### src/source/peak_pkg.sv
// shared sizing for the four-antenna peak detector
// every rtl block reads its widths and depths from here by scoped name
`default_nettype none

package peak_pkg;

  //////////////////////////////
  // channel layout
  //////////////////////////////

  // antenna channels
  localparam int num_channels = 4;
  // raw sample bits per channel
  localparam int chan_width = 32;
  // packed raw word, all channels
  localparam int data_width = chan_width * num_channels;
  // magnitude bits per channel
  localparam int mag_width = 16;
  // packed magnitude word
  localparam int mag_bus_width = mag_width * num_channels;

  //////////////////////////////
  // burst capture
  //////////////////////////////

  // beats per burst, also buffer depth
  localparam int burst_len = 32;
  // must hold burst_len itself (idle value)
  localparam int count_width = 6;
  // half a burst, centres the burst on its peak
  localparam int mag_delay = burst_len / 2;

  //////////////////////////////
  // detection math
  //////////////////////////////

  // boxcar window is 2**avg_power samples
  localparam int avg_power = 5;
  localparam int sum_width = mag_width + avg_power;
  // peak multiplier is 2**thresh_shift
  localparam int thresh_shift = 3;
  localparam int thresh_width = mag_width + thresh_shift;

endpackage

`default_nettype wire

### src/source/burst_ctrl.sv
// burst counter and output handshake for the capture buffer
// decides when the buffer shifts and drives valid and last downstream
`default_nettype none

module burst_ctrl (
  input  wire  clk,
  input  wire  rst,
  input  wire  s_axis_tvalid,
  input  wire  peak_rise,
  input  wire  m_axis_tready,
  output logic m_axis_tvalid,
  output logic m_axis_tlast,
  output logic shift_en
);

  // burst_len means idle, anything below is a readout position
  logic [peak_pkg::count_width-1:0] count;
  logic                             reading;
  // one output beat accepted downstream
  logic                             xfer;

  //////////////////////////////
  // state decode
  //////////////////////////////

  assign reading = (count < peak_pkg::burst_len);
  assign xfer    = m_axis_tvalid & m_axis_tready;

  //////////////////////////////
  // burst counter
  //////////////////////////////

  always_ff @(posedge clk) begin
    if (rst) begin
      count <= peak_pkg::count_width'(peak_pkg::burst_len);
    end else if (!reading) begin
      // start of burst, readout begins next cycle
      if (peak_rise) begin
        count <= '0;
      end
    end else if (xfer) begin
      // peak_rise ignored here, only transfers advance
      count <= count + 1'b1;
    end
  end

  //////////////////////////////
  // outputs
  //////////////////////////////

  assign m_axis_tvalid = reading;
  assign m_axis_tlast  = (count == peak_pkg::count_width'(peak_pkg::burst_len - 1));

  // write while idle, read on each accepted output beat
  // input beats during readout are dropped from the buffer
  assign shift_en = (s_axis_tvalid & ~reading) | (xfer & reading);

  //////////////////////////////
  // checks
  //////////////////////////////

  last_has_valid: assert property (
    @(posedge clk) disable iff (rst)
      m_axis_tlast |-> m_axis_tvalid
  ) else $error("tlast without tvalid");

  // stream rule, valid may not drop before it is taken
  valid_held: assert property (
    @(posedge clk) disable iff (rst)
      m_axis_tvalid && !m_axis_tready |=> m_axis_tvalid
  ) else $error("tvalid dropped under back-pressure");

  // buffer must not move while the consumer stalls
  no_stray_shift: assert property (
    @(posedge clk) disable iff (rst)
      reading && !xfer |-> !shift_en
  ) else $error("buffer shifted during readout without a transfer");

endmodule

`default_nettype wire

### config.mk
export PLATFORM = sky130hd
export DESIGN_NAME = burst_ctrl
export DESIGN_NICKNAME = d
export VERILOG_FILES = /design/src/source/peak_pkg.sv /design/src/source/burst_ctrl.sv
export SDC_FILE = /design/constraint.sdc
export NUM_CORES = 1
export LEC_CHECK = 0
export BUFFER_PORTS_ARGS = -buffer_cell sky130_fd_sc_hd__buf_4
export CORE_AREA = 2 2 39 41
export CTS_CLUSTER_DIAMETER = 150
export DETAILED_ROUTE_END_ITERATION = 16
export DIE_AREA = 0 0 41 43
export HOLD_SLACK_MARGIN = 0.06
export SETUP_SLACK_MARGIN = 0.02
export SLEW_MARGIN = 15
export SYNTH_ARGS = -nofsm -noshare
export SYNTH_HDL_FRONTEND = slang
export SYNTH_SLANG_ARGS = --single-unit
### constraint.sdc
create_clock -name clk -period 2 [get_ports clk]
set_clock_uncertainty 0.15 [all_clocks]
set_input_delay 0.3 -clock clk [delete_from_list [all_inputs] [get_ports clk]]
set_output_delay 0.3 -clock clk [all_outputs]
set_load 0.05 [all_outputs]
==> results of run 1 <==
## per-layer routing
metal  track usage  vias to the layer above  share of wire
li1              -                      169              -
met4        0.0600                        0              0
met3        0.0785                        0          0.042
met2         0.144                        6           0.45
met5             0                        -              0
met1         0.113                      152           0.51
## final timing paths
kind / startpoint / end
max: count[5] / m_axis_tlast
min: rst / count[2]
max reg2reg: count[0] / count[4]
min reg2reg: count[3] / count[3]
## stage by stage
stage | instance area (um2) | hold WS (ns) | utilization | setup WS [ns] | cells
detailed placement | 407 | 0.364 | 0.294 | 0.540 | 63
global route | 429 | 0.115 | 0.310 | 0.208 | 66
finish | 429 | 0.118 | 0.310 | 0.307 | 66
CTS | 429 | 0.114 | 0.310 | 0.316 | 66
floorplan | 339 | 0.219 | - | 0.307 | 41
global placement | 407 | 0.355 | 0.294 | 0.557 | 63
## area by class of cell
class | count | area [um2] | area share
multi-input combinational | 31 | 203 | 0.472
clock buffer | 3 | 22.5 | 0.0525
timing repair buffer | 7 | 52.6 | 0.122
tap | 16 | 20.0 | 0.0466
inverter | 3 | 11.3 | 0.0262
sequential | 6 | 120 | 0.280
## synthesized netlist by cell type
cell type,n,area (um2)
sky130_fd_sc_hd__nand2b_1,1,6.26
sky130_fd_sc_hd__o21ai_0,1,5.00
sky130_fd_sc_hd__dfxtp_1,6,120
sky130_fd_sc_hd__ha_1,1,12.5
sky130_fd_sc_hd__nor4_1,1,6.26
sky130_fd_sc_hd__o22a_1,1,8.76
sky130_fd_sc_hd__a311o_1,1,10.0
sky130_fd_sc_hd__nand4b_1,1,8.76
sky130_fd_sc_hd__a21oi_1,1,5.00
sky130_fd_sc_hd__o311ai_0,1,8.76
sky130_fd_sc_hd__nor2_1,5,18.8
sky130_fd_sc_hd__inv_1,3,11.3
sky130_fd_sc_hd__nand3b_1,1,7.51
sky130_fd_sc_hd__buf_2,1,5.00
sky130_fd_sc_hd__xor2_1,1,8.76
sky130_fd_sc_hd__nand4_1,1,6.26
sky130_fd_sc_hd__mux2i_1,2,20.0
sky130_fd_sc_hd__a2bb2oi_1,1,8.76
sky130_fd_sc_hd__nor2b_1,1,6.26
sky130_fd_sc_hd__o2111ai_1,1,8.76
sky130_fd_sc_hd__nand2_1,7,26.3
sky130_fd_sc_hd__and4_4,1,11.3
sky130_fd_sc_hd__o41ai_1,1,8.76
## kinds of logic after synthesis
logic type	after synthesis	share of synthesized area
and+or+nand+nor	19	0.288
AOI/OAI and AO/OA	8	0.188
DFF	6	0.354
buffers and inverters	4	0.0480
muxes	2	0.0590
xor gates and xnor gates	1	0.0258
adders and majority gates	1	0.0369
## power groups by stage
stage | sequential [W] | clock, W | combinational (W)
finish | 0.000129 | 0.000114 | 0.0000437
CTS | 0.000129 | 0.000118 | 0.0000438
floorplan | 0.000127 | 0 | 0.0000292
detailed placement | 0.000131 | 0 | 0.0000437
global route | 0.000130 | 0.000129 | 0.0000470
global placement | 0.000131 | 0 | 0.0000435
## worst register-to-register path, delay by kind of cell, from the launching register on
kind,cells,cell delay [ns]
AND/OR/NAND/NOR,2,0.34
AO/OA/AOI/OAI,1,0.25
flip-flops,1,0.39
adder cells (fa/ha/maj),1,0.22
==> impl.org, run 1 <==
** Run status
- The flow ran to the end, and the final reports show no timing, DRC or antenna violations.

** Timing
- The number of hold violations in the final report came to 0.
- At the pin with the least slew margin, the transition time is 0.417 ns.
- Setup-failing EPs final :: 0
- Period utilization :: 0.847
- Based on the critical path, the design can be clocked at up to 590 MHz.
- Time the final worst path needs with I/O delays and setup :: ~1.7 ns
- Unrepaired setup endpoints after global routing :: false
- Aggregate negative setup slack :: 0 ns
- Headroom to the max-slew limit came out at 0.722.
- The number of max-slew violations in the final report was 0.

** Critical path
- The largest single stage delay on the critical path is 0.57 ns.
- The critical path runs through a total of 4 cells.
- For the worst setup path, the data required time is 1.55 ns.
- STA puts the critical path data arrival time at 1.24 ns.
- Count of cells along the worst register-to-register path :: 4
- The cell family contributing the most delay on the critical path is flip-flops.
- The worst setup path is launched from a flip-flop.
- CP Class :: reg2out
- Peak fanout along the critical path :: 14
- Across all register-to-register paths, the minimum setup slack is 0.55 ns.
- Walking the worst path, the cells encountered are nor2b_1, nand2_1, nor2_1, buf_4.
- Buffers plus inverters on the worst setup path :: 1
- Crit path capture type :: output pin
- CP max stage cell :: sky130_fd_sc_hd__dfxtp_1

** Power and ir drop
- Share of power burned in combinational logic :: 0.152
- Fraction of power consumed by sequential logic :: 0.451
- Of the total power, the share spent switching nets is 0.275.
- The design draws 0.000287 W.
- Max rail drop VDD :: 0.000356 V
- Internal power comes to 0.000208 W.
- The analysis attributes to cell leakage a power of 0.186 nW.
- Clock network fraction of design power :: 0.397
- For this design the total switching power over the nets is 0.0000788 W.
- Dividing total power by cell area gives a power density of 669 nW/um2.

** Cells and area
- Share of final-layout standard cells stronger than drive strength 1 :: 0.220
- The number of antenna diodes in the final layout is 0.
- The register with the most flip-flops in the layout has 6 of them.
- Leaving out fill and tap cells, the most frequent cells in the layout are sky130_fd_sc_hd__nand2_1, sky130_fd_sc_hd__buf_4, sky130_fd_sc_hd__dfxtp_1, sky130_fd_sc_hd__nor2_1.
- The register with the most flip-flops in the final layout is count.
- Total number of nets in the final design :: 58
- Number of filler cells placed in the layout :: 149
- Relative to the synthesized area, the layout overhead comes to 26.6%.
- Regs by FF count :: count x6

** Synthesis
- The cell area that synthesis handed to floorplanning was 339 um2.
- Cells after synthesis :: 41
- The synthesized design contains 6 register bits.
- Portion of the post-synthesis area used by sequential elements :: 0.354
- The number of nets handed over by synthesis was 47.
- Mean area per synthesized cell :: approximately 8.3 um2
- Yosys cell types :: 23
- Count of yosys warnings during synthesis :: 0

** Detailed routing
- For this block, the via count after detailed routing is between 300 and 400.
- Dividing the detail-routed wire length by the instance count gives between 10 and 15 um.
- Final Routed Wirelength :: 757 um
- For this run, the detailed router's first-pass iteration total came to 2.
- Detailed-route vias per instance :: 4.95
- Once detail routing completed, the nets flagged for antenna violations numbered 0.
- Detailed Route Iter0 Violations :: 1
- Remaining DRCs :: 0

** Clock network
- Clock sink count :: 6
- Buffers added to address setup during post-CTS repair amount to 0.
- CTS tree :: built
- Clk_lat worst skew :: 0.25 ns
- Clock slew seen by the registers of the worst setup and hold paths :: 0.05 ns
- CTS max path bufs :: 2
- Hold-fix buffers at CTS :: 0
- After clock tree synthesis, the repair step resized 0 gates.
- Clock buffer count from CTS :: 3
- In this run the number of H-tree levels came out at 1.
- CTS Root Cell :: sky130_fd_sc_hd__clkbuf_4

** Die
- The floorplan has 14 rows.
- Core outline area :: 1380 um2
- Die Area :: 1760 um2
- The floorplan step set the die width to 41 um.
- Measured along the y axis, the die boundary spans roughly 43 um.
- Initial core utilization :: 0.245
- For this design the top-level I/O count stands at 8.

** Job
- Max-cap violations in this run came to 0.

** Worst hold path
- Hold Path Class :: in2reg
- Counting instances, the worst hold path has a depth of 2.

** Global route
- Global routing finished with a remaining overflow of 0.
- Initial antenna violation count :: 0
- The first global-routing pass estimated 1170 um of wire.
- Maximum number of pins on one net before global-route repair :: 15
- The via count of the first global-routing pass is 301.
- Gr usage total :: 0.105

** Place
- After legalization and detailed placement, the total HPWL measured 558 um.
- Port Buf Inserts :: 7
- Placer congestion estimate :: 0.682
No activity file was read; power rests on OpenSTA's default activity.
==> run 2: changes to the inputs <==
--- a/config.mk
+++ b/config.mk
@@ -5,6 +5,7 @@
 export SDC_FILE = /design/constraint.sdc
 export NUM_CORES = 1
 export LEC_CHECK = 0
+export ABC_AREA = 1
 export BUFFER_PORTS_ARGS = -buffer_cell sky130_fd_sc_hd__buf_4
 export CORE_AREA = 2 2 39 41
 export CTS_CLUSTER_DIAMETER = 150
==> constraint.sdc (replaced) <==
create_clock -name clk -period 1.6 [get_ports clk]
set_clock_uncertainty 0.15 [all_clocks]
set_input_delay 0.24 -clock clk [delete_from_list [all_inputs] [get_ports clk]]
set_output_delay 0.24 -clock clk [all_outputs]
set_load 0.05 [all_outputs]
==> impl.org, run 2 <==
** Detailed routing
- The number of vias per cell was 4.42 (-11%).
- Detailed Route Iter0 Violations :: 3 (+2)
- Number of antenna-violating nets in the routed design :: 0 (unchanged)
- Final Routed Wirelength :: 818 um (+8.1%)
- Remaining DRCs :: 0 (unchanged)
- The via count of the routed design is 358 (+9.5%).
- Avg WL per Cell :: 10.1 um (-12%)
- Number of iterations in the first detailed-routing pass :: 3 (+1)

** Timing
- Time the final worst path needs with I/O delays and setup :: 1.56 ns
- Aggregate negative setup slack :: 0 ns (unchanged)
- The number of failing setup endpoints in the final timing report is 0 (unchanged).
- Worst-case hold slack :: 0.210 ns (+0.0928 ns)
- The number of hold violations in the final report came to 0 (unchanged).
- The number of max-slew violations in the final report is 0 (unchanged).
- Unrepaired setup endpoints after global routing :: true
- Transition at the pin with the smallest max-transition slack :: 0.207 ns (-0.210 ns)
- Achievable clock frequency :: 640 MHz
- Relative slew slack :: 0.861 (+0.139)
- The slack of the critical path came to 0.0366 ns (-0.270 ns).
- Of the available clock period, the critical path in the final layout requires 0.977.

** Clock network
- The clock sink count was 6 (unchanged).
- The tree is rooted in a sky130_fd_sc_hd__clkbuf_4.
- The buffer levels on the longest clock path was 2 (unchanged).
- Clock slew seen by the registers of the worst setup and hold paths :: 0.05 ns (about the same)
- Clock buffer count from CTS :: 3 (unchanged)
- The clock latency of the later-clocked register in the worst-skew pair was 0.25 ns (about the same).
- The CTS H-tree depth came to 1 (unchanged).
- CTS tree :: built

** Cells and area
- Counting flops per register, the top entry is count.
- Top library cells by usage in the layout, fill and taps aside :: sky130_fd_sc_hd__nand2_1, sky130_fd_sc_hd__buf_4, sky130_fd_sc_hd__inv_1, sky130_fd_sc_hd__nor2_1, sky130_fd_sc_hd__nand2_2
- Count of inserted antenna diode cells :: 0 (unchanged)
- The library cell used most frequently in the layout, excluding fill and tap cells, is sky130_fd_sc_hd__nand2_1.
- Share of final-layout standard cells stronger than drive strength 1 :: 0.462 (+0.242)
- Regs by FF count :: count x6
- The final layout net count is 73 (+26%).
- Area Overhead vs Synth :: 48.3%
- The final instance area came to 495 um2 (+15%).
- The flip-flop count of the largest register, all copies and words added is 6 (unchanged).

** Critical path
- Worst setup slack for register-to-register paths :: 0.43 ns (-0.12 ns)
- Peak fanout along the critical path :: 2 (-12)
- Startpoint types :: flip-flop
- Startpoint of the most critical register-to-register path :: count[5]
- CP Class :: reg2out
- The endpoint arrival time on the critical path is 1.17 ns (-0.07 ns).
- The worst endpoint required time came to 1.21 ns (-0.34 ns).
- The logic depth of the worst register-to-register path is 5 (+1).
- Worst reg2reg path endpoint :: count[0]
- Crit path capture type :: output pin

** Place
- The final weighted congestion in routability-driven placement was 0.724 (+6.1%).
- Worst Setup Slack post-DPL :: 0.202 ns (-0.338 ns)
- The instance area at placement is 409 um2 (+0.62%).
- Port Buf Inserts :: 7 (unchanged)
- The HPWL after detailed placement came to 550 um (-1.4%).

** Global route
- GRT Residual Overflow :: 0 (unchanged)
- Wire length of the first global-routing pass :: 1440 um (+23%)
- Via count of the first global-routing pass :: 356 (+18%)
- Gr usage total :: 0.126 (+0.0202)
- Maximum number of pins on one net before global-route repair :: 7 (-8)
- The initial antenna violation count came to 0 (unchanged).

** Job
- The number of maximum-capacitance violations is 0 (unchanged).

** Synthesis
- The share of synthesized flip-flops with an asynchronous set or reset is 0 (unchanged).
- Library cell with the highest instance count after synthesis :: sky130_fd_sc_hd__nand2_1
- Number of register bits inferred by synthesis :: 6 (unchanged)
- The commonest cells after synthesis are sky130_fd_sc_hd__nand2_1, sky130_fd_sc_hd__inv_1, sky130_fd_sc_hd__nor2_1.
- The synthesized netlist net count was 56 (+19%).
- The fraction of synthesized cell area taken by the top area cell type came to 0.360 (+0.00531).
- Mean area per synthesized cell :: 6.68 um2 (-19%)
- Area of the mapped netlist :: 334 um2 (-1.5%)
- Most used flip-flop cell after synthesis :: sky130_fd_sc_hd__dfxtp_1
- Cell type with the highest aggregate area in the netlist :: sky130_fd_sc_hd__dfxtp_1
- Count of yosys warnings during synthesis :: 0 (unchanged)
- The count of flip-flops with a built-in enable after synthesis is 0 (unchanged).
- The sequential cell area fraction in the yosys report was 0.360 (+0.00531).
- By area the synthesized netlist is led by sky130_fd_sc_hd__dfxtp_1, sky130_fd_sc_hd__nand2_1, sky130_fd_sc_hd__inv_1, sky130_fd_sc_hd__nor2_1, sky130_fd_sc_hd__nand2_2.
- Cells after synthesis :: 50 (+22%)
- Yosys cell types :: 14 (-39%)

** Worst hold path
- The path with the worst hold slack has its endpoint at count[5].
- The worst hold path begins at peak_rise.
- Hold Path Class :: in2reg
- Number of cells traversed by the worst hold path :: 4 (+2)

** Die
- Number of placement rows :: 14 (unchanged)
- The die extent in x is 41 um (unchanged).
- Die Area :: 1760 um2 (unchanged)
- The number of top-level pins was 8 (unchanged).
- The vertical die dimension is 43 um (unchanged).
- Core outline area :: 1380 um2 (unchanged)
- The starting density of the core came to 0.241 (-0.00362).

** Power and ir drop
- Max rail drop VDD :: 0.000423 V (+19%)
- Leakage Power :: 0.222 nW (+20%)
- PD cells :: 763 nW/um2 (+14%)

** Run status
- The flow ran to the end, and the final reports show no timing, DRC or antenna violations.
[run 2: worst max path at each step]
| stage | start | end | cells after the start |
|---|---|---|---|
| 2_1_floorplan | count[0] | m_axis_tlast | 5 |
| 3_3_place_gp | count[0] | m_axis_tlast | 6 |
| 3_5_place_dp | count[0] | m_axis_tlast | 6 |
| 4_1_cts | count[1] | m_axis_tlast | 6 |
| 5_1_grt | count[0] | m_axis_tlast | 6 |
| 6_report | count[0] | m_axis_tlast | 6 |
[run 2: power by group]
| part | internal (W) | switching, W | leakage, nW | total [W] |
|---|---|---|---|---|
| Combinational | 0.0000274 | 0.0000435 | 0.159 | 0.0000709 |
| Clock | 0.0000853 | 0.0000611 | 0.0138 | 0.000146 |
| Sequential | 0.000155 | 0.00000605 | 0.0497 | 0.000161 |
| Total | 0.000267 | 0.000111 | 0.222 | 0.000378 |
[run 2: logic make-up (layout without fill, tap and decap cells)]
kind of cell	Yosys count	count (layout)	synth area share
AND/OR/NAND/NOR	27	27	0.356
AO/OA/AOI/OAI	7	7	0.146
flip-flops	6	6	0.360
buffers and inverters	9	24	0.101
adder cells (fa/ha/maj)	1	1	0.0374
[run 2: repair_timing]
item,4_1_cts,5_1_grt
setup buffers,3,1
endpoints found under the setup margin,1,1
pin swaps,2,2
hold buffers,1,0
gates resized for setup,6,2
cloned,0,0
hold endpoints to repair,3,0
[run 2: per-stage QoR]
step           instances  power, W   util
3_5_place_dp          73  0.000227  0.296
4_1_cts               80  0.000383  0.351
5_1_grt               81  0.000400  0.358
2_1_floorplan         50  0.000204      -
6_report              81  0.000378  0.358
3_3_place_gp          73  0.000226  0.296
[run 2: layout make-up]
cell class / instances / area (um2)
multi-input cells: 35 / 200
flip-flops and latches: 6 / 123
clock buffers: 3 / 22.5
fillers: 148 / 888
inverters: 9 / 33.8
well taps: 16 / 20.0
repair buffers: 12 / 96.3
[run 2: layer usage]
metal,vias to the layer above,part of all wire,GRT usage
met1,167,0.39,0.152
met4,0,0.015,0.100
met2,4,0.58,0.188
met3,2,0.013,0.0157
met5,-,0,0
li1,185,-,-
[run 2: critical path: stages, from the launching register on]
cell and delay, ns:
sky130_fd_sc_hd__dfxtp_2 0.35, sky130_fd_sc_hd__ha_4 0.14, sky130_fd_sc_hd__nand2_2 0.06, sky130_fd_sc_hd__inv_2 0.05, sky130_fd_sc_hd__nand2_2 0.05, sky130_fd_sc_hd__nor2_2 0.10
sky130_fd_sc_hd__buf_6 0.17
